## src/verilog/conv_pkg.sv

```systemverilog
package conv_pkg;

    // window side and tap count
    localparam int KERNEL = 3;
    localparam int TAPS   = KERNEL * KERNEL;

    // signed ifmap pixel
    typedef logic signed [7:0] pixel_t;

    // signed kernel weight
    typedef logic signed [7:0] weight_t;

    // one pixel times one weight
    typedef logic signed [15:0] product_t;

    // full 9-tap sum, 9*128*128 fits with room to spare
    typedef logic signed [19:0] acc_t;

    // one window row, leftmost pixel in the top element
    typedef pixel_t [KERNEL-1:0] win_row_t;

endpackage

```

## src/verilog/window_if.sv

```systemverilog
`timescale 1ns/1ps

// carries one 3x3 window per valid/ready transfer
interface window_if import conv_pkg::*; ();

    logic     valid;
    logic     ready;
    win_row_t row_top;
    win_row_t row_mid;
    win_row_t row_bot;

    modport producer (
        output valid,
        output row_top,
        output row_mid,
        output row_bot,
        input  ready
    );

    modport consumer (
        input  valid,
        input  row_top,
        input  row_mid,
        input  row_bot,
        output ready
    );

endinterface

```

## src/verilog/line_window.sv

```systemverilog
`timescale 1ns/1ps

module line_window import conv_pkg::*; #(
    parameter int IMG_W = 8,
    parameter int IMG_H = 6
) (
    input  logic       clk,
    input  logic       rst,
    input  logic       pix_req,
    input  pixel_t     pix_data,
    output logic       pix_ack,
    window_if.producer win
);

    localparam int CW = (IMG_W > 1) ? $clog2(IMG_W) : 1;
    localparam int RW = (IMG_H > 1) ? $clog2(IMG_H) : 1;

    typedef enum logic {
        S_IDLE,
        S_ACK
    } state_t;

    state_t        state;
    logic [CW-1:0] col;
    logic [RW-1:0] row;
    logic          last_col;
    logic          last_row;
    logic          win_hit;
    logic          take;
    logic          accept;

    // rows r-2 and r-1, one pixel per column
    pixel_t lb_top [IMG_W];
    pixel_t lb_mid [IMG_W];

    // the two previous columns of each window row
    pixel_t [KERNEL-2:0] hist_top;
    pixel_t [KERNEL-2:0] hist_mid;
    pixel_t [KERNEL-2:0] hist_bot;

    assign last_col = (col == CW'(IMG_W - 1));
    assign last_row = (row == RW'(IMG_H - 1));

    // new pixel is the bottom-right corner of a full window
    assign win_hit = (row >= RW'(KERNEL - 1)) && (col >= CW'(KERNEL - 1));

    assign take = (state == S_IDLE) && pix_req;

    // pixel and its window go in on the same edge
    assign accept = take && (!win_hit || win.ready);

    assign pix_ack = (state == S_ACK);

    // window held steady by pix_data, which is stable while pix_req is high
    assign win.valid   = take && win_hit;
    assign win.row_top = {hist_top, lb_top[col]};
    assign win.row_mid = {hist_mid, lb_mid[col]};
    assign win.row_bot = {hist_bot, pix_data};

    // four-phase ack and raster counters
    always_ff @(posedge clk or negedge rst) begin
        if (!rst) begin
            state <= S_IDLE;
            col   <= '0;
            row   <= '0;
        end else begin
            case (state)
                S_IDLE: begin
                    if (accept) begin
                        state <= S_ACK;
                        if (last_col) begin
                            col <= '0;
                            // wrap to a fresh frame after the last row
                            if (last_row) begin
                                row <= '0;
                            end else begin
                                row <= row + RW'(1);
                            end
                        end else begin
                            col <= col + CW'(1);
                        end
                    end
                end
                S_ACK: begin
                    if (!pix_req) begin
                        state <= S_IDLE;
                    end
                end
                default: state <= S_IDLE;
            endcase
        end
    end

    // line buffers move down one row at this column
    always_ff @(posedge clk) begin
        if (accept) begin
            lb_top[col] <= lb_mid[col];
            lb_mid[col] <= pix_data;
            hist_top    <= win.row_top[KERNEL-2:0];
            hist_mid    <= win.row_mid[KERNEL-2:0];
            hist_bot    <= win.row_bot[KERNEL-2:0];
        end
    end

endmodule

```

## src/verilog/window_fifo.sv

```systemverilog
`timescale 1ns/1ps

module window_fifo import conv_pkg::*; #(
    parameter int FIFO_DEPTH = 4
) (
    input  logic       clk,
    input  logic       rst,
    window_if.consumer wr,
    window_if.producer rd
);

    localparam int AW = (FIFO_DEPTH > 1) ? $clog2(FIFO_DEPTH) : 1;

    win_row_t mem_top [FIFO_DEPTH];
    win_row_t mem_mid [FIFO_DEPTH];
    win_row_t mem_bot [FIFO_DEPTH];

    logic [AW-1:0] wr_ptr;
    logic [AW-1:0] rd_ptr;
    logic [AW:0]   count;
    logic          push;
    logic          pop;

    function automatic logic [AW-1:0] next_ptr(input logic [AW-1:0] ptr);
        return (ptr == AW'(FIFO_DEPTH - 1)) ? '0 : ptr + AW'(1);
    endfunction

    assign wr.ready = (count != (AW + 1)'(FIFO_DEPTH));
    assign rd.valid = (count != '0);

    assign push = wr.valid && wr.ready;
    assign pop  = rd.valid && rd.ready;

    // head entry, visible the cycle after it was written
    assign rd.row_top = mem_top[rd_ptr];
    assign rd.row_mid = mem_mid[rd_ptr];
    assign rd.row_bot = mem_bot[rd_ptr];

    always_ff @(posedge clk or negedge rst) begin
        if (!rst) begin
            wr_ptr <= '0;
            rd_ptr <= '0;
            count  <= '0;
        end else begin
            if (push) begin
                wr_ptr <= next_ptr(wr_ptr);
            end
            if (pop) begin
                rd_ptr <= next_ptr(rd_ptr);
            end
            if (push && !pop) begin
                count <= count + (AW + 1)'(1);
            end else if (pop && !push) begin
                count <= count - (AW + 1)'(1);
            end
        end
    end

    always_ff @(posedge clk) begin
        if (push) begin
            mem_top[wr_ptr] <= wr.row_top;
            mem_mid[wr_ptr] <= wr.row_mid;
            mem_bot[wr_ptr] <= wr.row_bot;
        end
    end

endmodule

```

## src/verilog/mac_array.sv

```systemverilog
`timescale 1ns/1ps

module mac_array import conv_pkg::*; (
    input  logic       clk,
    input  logic       rst,
    input  logic       weight_we,
    input  logic [3:0] weight_idx,
    input  weight_t    weight_data,
    window_if.consumer win,
    output logic       res_req,
    input  logic       res_ack,
    output acc_t       res_data
);

    // kernel in row-major order, index 0 is top-left
    weight_t  w [TAPS];
    pixel_t   taps [TAPS];
    product_t s1_prod [TAPS];
    acc_t     s2_sum [KERNEL];

    logic s1_valid;
    logic s2_valid;
    logic out_free;
    logic s2_free;
    logic s1_free;
    logic s1_load;
    logic s2_load;
    logic out_load;

    // output register free only once the last result is fully retired
    assign out_free = !res_req && !res_ack;
    assign s2_free  = !s2_valid || out_free;
    assign s1_free  = !s1_valid || s2_free;

    assign win.ready = s1_free;

    assign s1_load  = win.valid && s1_free;
    assign s2_load  = s1_valid && s2_free;
    assign out_load = s2_valid && out_free;

    // unpack window rows, leftmost pixel sits in the top element
    always_comb begin
        for (int j = 0; j < KERNEL; j++) begin
            taps[j]            = win.row_top[KERNEL-1-j];
            taps[KERNEL+j]     = win.row_mid[KERNEL-1-j];
            taps[2*KERNEL+j]   = win.row_bot[KERNEL-1-j];
        end
    end

    always_ff @(posedge clk or negedge rst) begin
        if (!rst) begin
            for (int k = 0; k < TAPS; k++) begin
                w[k] <= '0;
            end
        end else if (weight_we && (weight_idx < 4'(TAPS))) begin
            w[weight_idx] <= weight_data;
        end
    end

    // stage valids and result handshake
    always_ff @(posedge clk or negedge rst) begin
        if (!rst) begin
            s1_valid <= 1'b0;
            s2_valid <= 1'b0;
            res_req  <= 1'b0;
        end else begin
            if (s1_free) begin
                s1_valid <= win.valid;
            end
            if (s2_free) begin
                s2_valid <= s1_valid;
            end
            if (out_load) begin
                res_req <= 1'b1;
            end else if (res_req && res_ack) begin
                res_req <= 1'b0;
            end
        end
    end

    always_ff @(posedge clk) begin
        // multiply
        if (s1_load) begin
            for (int k = 0; k < TAPS; k++) begin
                s1_prod[k] <= product_t'(taps[k]) * product_t'(w[k]);
            end
        end
        // row sums
        if (s2_load) begin
            for (int i = 0; i < KERNEL; i++) begin
                s2_sum[i] <= acc_t'(s1_prod[KERNEL*i])
                           + acc_t'(s1_prod[KERNEL*i+1])
                           + acc_t'(s1_prod[KERNEL*i+2]);
            end
        end
        // held until res_ack falls
        if (out_load) begin
            res_data <= s2_sum[0] + s2_sum[1] + s2_sum[2];
        end
    end

endmodule

```

## src/verilog/conv_top.sv

```systemverilog
`timescale 1ns/1ps

module conv_top import conv_pkg::*; #(
    parameter int IMG_W      = 8,
    parameter int IMG_H      = 6,
    parameter int FIFO_DEPTH = 4
) (
    input  logic       clk,
    input  logic       rst,
    input  logic       pix_req,
    input  pixel_t     pix_data,
    output logic       pix_ack,
    input  logic       weight_we,
    input  logic [3:0] weight_idx,
    input  weight_t    weight_data,
    output logic       res_req,
    input  logic       res_ack,
    output acc_t       res_data
);

    // window former to FIFO, FIFO to MAC array
    window_if lw_if ();
    window_if mac_if ();

    line_window #(
        .IMG_W (IMG_W),
        .IMG_H (IMG_H)
    ) u_line_window (
        .clk      (clk),
        .rst      (rst),
        .pix_req  (pix_req),
        .pix_data (pix_data),
        .pix_ack  (pix_ack),
        .win      (lw_if.producer)
    );

    window_fifo #(
        .FIFO_DEPTH (FIFO_DEPTH)
    ) u_window_fifo (
        .clk (clk),
        .rst (rst),
        .wr  (lw_if.consumer),
        .rd  (mac_if.producer)
    );

    mac_array u_mac_array (
        .clk         (clk),
        .rst         (rst),
        .weight_we   (weight_we),
        .weight_idx  (weight_idx),
        .weight_data (weight_data),
        .win         (mac_if.consumer),
        .res_req     (res_req),
        .res_ack     (res_ack),
        .res_data    (res_data)
    );

endmodule

```

## config.mk

```make
export PLATFORM = sky130hd
export DESIGN_NAME = conv_top
export DESIGN_NICKNAME = d
export VERILOG_FILES = /design/src/verilog/conv_pkg.sv /design/src/verilog/window_if.sv /design/src/verilog/line_window.sv /design/src/verilog/window_fifo.sv /design/src/verilog/mac_array.sv /design/src/verilog/conv_top.sv
export SDC_FILE = /design/constraint.sdc
export NUM_CORES = 2
export LEC_CHECK = 0
export ABC_AREA = 1
export BUFFER_PORTS_ARGS = -buffer_cell sky130_fd_sc_hd__buf_2
export CAP_MARGIN = 20
export CORE_MARGIN = 1
export CORE_UTILIZATION = 35
export DETAILED_ROUTE_END_ITERATION = 6
export RECOVER_POWER = 25
export SYNTH_ARGS = -nofsm -noshare
export SYNTH_HDL_FRONTEND = slang
export SYNTH_SLANG_ARGS = --single-unit
```

## constraint.sdc

```tcl
create_clock -name clk -period 11.86 [get_ports clk]
set_input_delay 2.372 -clock clk [delete_from_list [all_inputs] [get_ports clk]]
set_output_delay 2.372 -clock clk [all_outputs]
set_load 0.1 [all_outputs]
```

-- Word-level counts from Yosys, hierarchy flattened
Memories as Yosys holds them, arrays and structs flattened.
Cells that the tools add are included.
- flip-flop bits (word level): 157
- memory bits (writable): 620
- output and inout bits: 22
- memories kept: 7
- input port bits: 25
- logic and storage cells: 117
- memory list (memory ; words ; bits a word ; rd ports ; clocked after Yosys merged registers in ; write ports ; line ; text):
    u_mac_array.s1_prod ; 9 ; 16 ; 9 ; 0 ; 9 ; mac_array.sv:18 ; product_t s1_prod [TAPS];
    u_window_fifo.mem_bot ; 4 ; 24 ; 1 ; 0 ; 1 ; window_fifo.sv:16 ; win_row_t mem_bot [FIFO_DEPTH];
    u_window_fifo.mem_mid ; 4 ; 24 ; 1 ; 0 ; 1 ; window_fifo.sv:15 ; win_row_t mem_mid [FIFO_DEPTH];
    u_window_fifo.mem_top ; 4 ; 24 ; 1 ; 0 ; 1 ; window_fifo.sv:14 ; win_row_t mem_top [FIFO_DEPTH];
    u_line_window.lb_mid ; 8 ; 8 ; 1 ; 0 ; 1 ; line_window.sv:34 ; pixel_t lb_mid [IMG_W];
    u_line_window.lb_top ; 8 ; 8 ; 1 ; 0 ; 1 ; line_window.sv:33 ; pixel_t lb_top [IMG_W];
    +1 memories ; - ; - ; - ; - ; - ; - ;
- equality and inequality tests: 5
- $add $sub $neg: 14
- $mul: 9
- reduce and logical (&&, ||, !) cells: 29
- bitwise gates (word level): 2
- multiplexer cells: 21
- order comparisons: 5
- operators with widths (operator ; count):
    8-bit by 8-bit multiplier with 16-bit output ; 9
    72-bit bitwise mux ; 1
    17-bit by 16-bit adder with 18-bit output ; 3
    16-bit by 16-bit adder with 17-bit output ; 3
    20-bit adder ; 2
    8-bit demux with 4-bit select ; 1
    1-bit logical AND ; 14
    3-bit 2-to-1 mux ; 4
    1-bit 2-to-1 mux ; 11
    3-bit by 1-bit adder with 3-bit output, second input constant ; 3
    8-bit 2-to-1 mux ; 1
    1-bit zero test ; 7
    3-bit equality test, second input constant ; 2
    3-bit by 2-bit greater-or-equal comparator with 1-bit output, second input constant ; 2
    5-bit greater-or-equal comparator, second input constant ; 1
    5-bit by 1-bit < comparator with 1-bit output, second input constant ; 1
    4-bit NOT with 5-bit output ; 1
    2-bit by 1-bit adder with 2-bit output, second input constant ; 2
    2-bit equality test, second input constant ; 2
    4-bit < comparator, second input constant ; 1
    2-bit 2-to-1 mux ; 2
    2-bit nonzero test ; 2
    1-bit logical OR ; 3
    3-bit inequality test, second input constant ; 1
    other kinds (6) ; 6

-- Longest topological paths before layout
- depth in word-level cells: 8
- mapped depth: 26
- mapped depth without buffers: 24

-- By module
Synthesis repeated with hierarchy kept, for this count alone.
- cells, all modules: 6182
- area total of the unflattened synthesis: 57995.6 sq um
- modules (own cells, without submodules) (module ; instances ; cells each ; area an instance (sq um) ; seq. area each (sq um)):
    mac_array ; 1 ; 4736 ; 38760.9 ; 8423.1
    window_fifo ; 1 ; 898 ; 12084.1 ; 8823.5
    line_window ; 1 ; 548 ; 7150.6 ; 5460.2

-- Worst setup path after synthesis
OpenSTA, ideal clock, no wires.
- path kind: input to register
- from: in pix_req
- to: mem u_window_fifo.mem_bot[0][0] (netlist bit), enable pin
- library setup time: 0.503 ns
- data arrival time: 5.701 ns
- stages: 4
- required time: 11.357 ns
- slack: 5.656 ns
- buffers on the path: 0
- cell sequence: inv_1 -> nor2_1 -> nand3_1 -> nor2_1
- word-level cells in the longest chain between the ends: 5
- ends and longest elaborated chain (element ; line ; text):
    start, declared ; conv_top.sv:10 ; input logic pix_req,
    1-bit logical AND ; line_window.sv:47 ; assign take = (state == S_IDLE) && pix_req;
    1-bit logical AND ; line_window.sv:55 ; assign win.valid = take && win_hit;
    1-bit logical AND ; window_fifo.sv:31 ; assign push = wr.valid && wr.ready;
    1-bit 2-to-1 mux ; window_fifo.sv:60 ; if (push) begin
    1-bit 2-to-1 mux (not written as such) ; window_fifo.sv:63 ; mem_bot[wr_ptr] <= wr.row_bot;
    end, declared ; window_fifo.sv:16 ;
No other way between the ends.

==> impl_metrics.ini <==
[outcome]
status = finished with violations
violations = max-capacitance violations, max-slew violations

[grt]
grt_use_total = 0.1657
antenna_found_initial = 7
grt_pass1_vias = 36820
grt_max_degree = 92
grt-ovfl-total = 0
grt_first_pass_wirelength_um = 206000

[synthesis]
synth_compound_area_frac = 0.03839
ys_types = 45
synth_top_family_by_area = adder cells
synth.avg_cell_area_sq_um = 9.788
yosys_most_used_dff = edfxtp_1
yosysWarningCount = 0
synthSimpleGateAreaFrac = 0.1630
ys_async_sr_fraction = 0.1154
syn_area_sq_um = 55370
synth_nets = 6584
ys_ff_latch = 771
yosys.area_share.xor_xnor = 0.02357
ys_seq_area_frac = 0.4101
synth_fa_ha_area_frac = 0.2806
muxShareOfSynthArea = 0
synth_edf_count = 682
syn-instance-count = 5657

[critical_path]
path_class = register to register
cp_top_family = adder cells
crit_required_ns = 12.30
crit_slowest_cell = dfrtp_4
max_stage_delay_ns = 0.76
worst-path-max-fanout = 76
cp_data_arrival_time_ns = 7.08
endpoint_kind = register
path_buf_inv = 7
crit_chain = inv_4 > buf_4 > nand2_1 > nand3_1 > nand2_1 > nor2_1 > inv_1 > fa_1 > inv_1 > fa_1 > inv_1 > fa_1 > inv_1 > fa_1 > ha_1 > inv_1 > o21bai_1 > a21oi_1 > nand3_1 > nand3_1 > nand2_1
startpoint_type = register
cpMostUsedCell = inv_1

[placement]
dp_slack_ns = 5.220
portBuffers = 46
dpl.cell_count = 7715
gp_congestion = 0.9174
dpl.hpwl_um = 99230

[finish]
layout.nets = 6673
instances_no_fill = 7878
diodes = 0
syn2layout_area_growth_pct = 10.19
layout-drive-gt1-share = 0.03918
fillCellCount = 15210

[timing]
fin_skew_ns = 0.04764
rsz0062_at_grt = no
tightest_slew_ns = 2.508
layout_min_cycle_time_ns = 6.648
final_hold_viol_count = 0
fmax_mhz = 150.4
setup_viol = 0
slew_viol_final = 29
tns_ns = 0
timing.final.crit_share = 0.5606
slew_headroom = -0.6721
layout_setup_ws_ns = 5.212

[route]
detail-route-antenna-nets = 0
dr.pass1.iters = 5
drt-total-wl_um = 130400
routedWlPerCell_um = 16.55
remaining_drc_errors = 0
drt_iter0_drc = 2630
vias_per_cell = 4.685
vias = 36910

[clock_tree]
clock_latency_ns = 0.72
root_buffer = clkbuf_16
clock-sinks = 771
clkSlewWorstSetupHoldPaths_ns = 0.06
ctsResizeCount = 0
cts-htree-levels = 3
clock_path_buffers = 3
cts_buffers = 86
postCtsHoldBufs = 0
cts_tree = yes
post-cts-setup-buffers = 0

[floorplanning]
fp.dieW_um = 399.7
initial_core_util = 0.3537
die_area_sq_um = 159800
chipHeight_um = 399.7
fp-row-count = 145
ioPinCount = 47
fp.coreArea_sq_um = 156600

[worst_hold_path]
hold_class = register to register

[job]
cap_violations = 1
-- synthesized netlist by cell type (24+ instances only) --
cell / count / area [sq um]
nand2_1: 1250 / 4692
clkbuf_1: 25 / 93.84
a21oi_1: 140 / 700.7
buf_2: 28 / 140.1
dfrtp_1: 89 / 2227
nand4_1: 39 / 244.0
ha_1: 336 / 4204
nand3_1: 287 / 1436
inv_1: 1157 / 4343
edfxtp_1: 682 / 20480
fa_1: 566 / 11330
nor2_1: 629 / 2361
xnor2_1: 53 / 464.2
xor2_1: 96 / 840.8
o21ai_1: 24 / 120.1
o21ai_0: 106 / 530.5
o21bai_1: 29 / 217.7
-- worst paths after layout --
path / depth (start not counted) / endpoint / from / slack, ns
setup / recovery: 21 / u_mac_array.s1_prod[0][95] / u_window_fifo.rd_ptr[0] / 5.21
hold / removal: 2 / u_mac_array.w[16] / u_mac_array.w[16] / 0.48
setup reg to reg: 21 / u_mac_array.s1_prod[0][95] / u_window_fifo.rd_ptr[0] / 5.21
hold reg to reg: 2 / u_mac_array.w[16] / u_mac_array.w[16] / 0.48
max in group asynchronous: 2 / u_window_fifo.rd_ptr[0] / rst / 7.28
min in group asynchronous: 1 / u_line_window.col[2] / rst / 2.43
-- worst min-delay path, stage by stage (launching register included) --
cell	delay, ns
dfrtp_1	0.34
nand2_1	0.05
o21ai_0	0.06
-- placed cells by master, fill, tap and decap left out, types with 9 or more instances in the layout --
| cell | netlist | routed |
|---|---|---|
| a21o_1 | 13 | 13 |
| a21oi_1 | 140 | 140 |
| a22oi_1 | 12 | 12 |
| a32o_1 | 10 | 10 |
| buf_2 | 28 | 36 |
| buf_4 | 0 | 20 |
| clkbuf_1 | 25 | 32 |
| clkbuf_16 | 0 | 86 |
| clkbuf_8 | 0 | 9 |
| clkinv_1 | 0 | 10 |
| clkinv_2 | 0 | 13 |
| dfrtp_1 | 89 | 87 |
| edfxtp_1 | 682 | 682 |
| fa_1 | 566 | 566 |
| ha_1 | 336 | 336 |
| inv_1 | 1157 | 1155 |
| nand2_1 | 1250 | 1250 |
| nand3_1 | 287 | 287 |
| nand4_1 | 39 | 39 |
| nor2_1 | 629 | 620 |
| o21ai_0 | 106 | 106 |
| o21ai_1 | 24 | 24 |
| o21bai_1 | 29 | 29 |
| xnor2_1 | 53 | 53 |
| xor2_1 | 96 | 96 |
-- through the flow --
| step | hold WS, ns | utilization | cell area (sq um) |
|---|---|---|---|
| global route | 0.5059 | 0.3897 | 61010 |
| finish | 0.4826 | 0.3897 | 61010 |
| global placement | 0.4632 | 0.3710 | 58090 |
| CTS | 0.4806 | 0.3896 | 61000 |
| floorplan | 0.4530 | - | 55370 |
| detailed placement | 0.4720 | 0.3713 | 58140 |
-- routing by layer --
layer	GRT usage	up-vias	share of wire
met3	0.02873	149	0.054
li1	-	17970	-
met1	0.2318	17950	0.47
met4	0.04348	6	0.024
met5	0	-	0.00028
met2	0.2649	833	0.45
-- state kept, by name, summed over array words and instances, names as in the netlist --
register,flops
u_line_window.win.row_mid,16
u_window_fifo.wr_ptr,2
u_line_window.col,3
u_mac_array.s2_sum,54
u_mac_array.s1_prod,144
u_line_window.lb_mid,64
u_line_window.pix_ack,1
u_window_fifo.mem_mid,96
u_line_window.lb_top,64
u_window_fifo.count,3
u_window_fifo.rd_ptr,2
u_mac_array.s1_valid,1
u_mac_array.res_data,20
u_line_window.win.row_bot,16
u_window_fifo.mem_bot,96
u_mac_array.s2_valid,1
u_mac_array.w,72
u_line_window.row,3
u_window_fifo.mem_top,96
u_mac_array.res_req,1
u_line_window.win.row_top,16
-- cells by family (layout without fill, tap and decap cells) --
family / Yosys count / in the layout
DFF: 771 / 771
AOI/OAI and AO/OA: 366 / 366
xor gates and xnor gates: 149 / 149
and+or+nand+nor: 2242 / 2242
adders and majority gates: 902 / 902
buffers and inverters: 1227 / 1390
-- final cells by class --
cell class / instances / area, sq um / share of cell area
Tap cell: 2058 / 2575 / 0.04221
Inverter: 1159 / 4358 / 0.07143
Sequential cell: 771 / 22710 / 0.3723
Timing Repair Buffer: 69 / 435.4 / 0.007137
Multi-Input combinational cell: 3659 / 28070 / 0.4601
Clock inverter: 45 / 499.2 / 0.008183
Clock buffer: 117 / 2359 / 0.03866
Power is left out: the tool's default activity adds up to more than one toggle a clock period on the data nets, which glitch-free logic cannot reach.
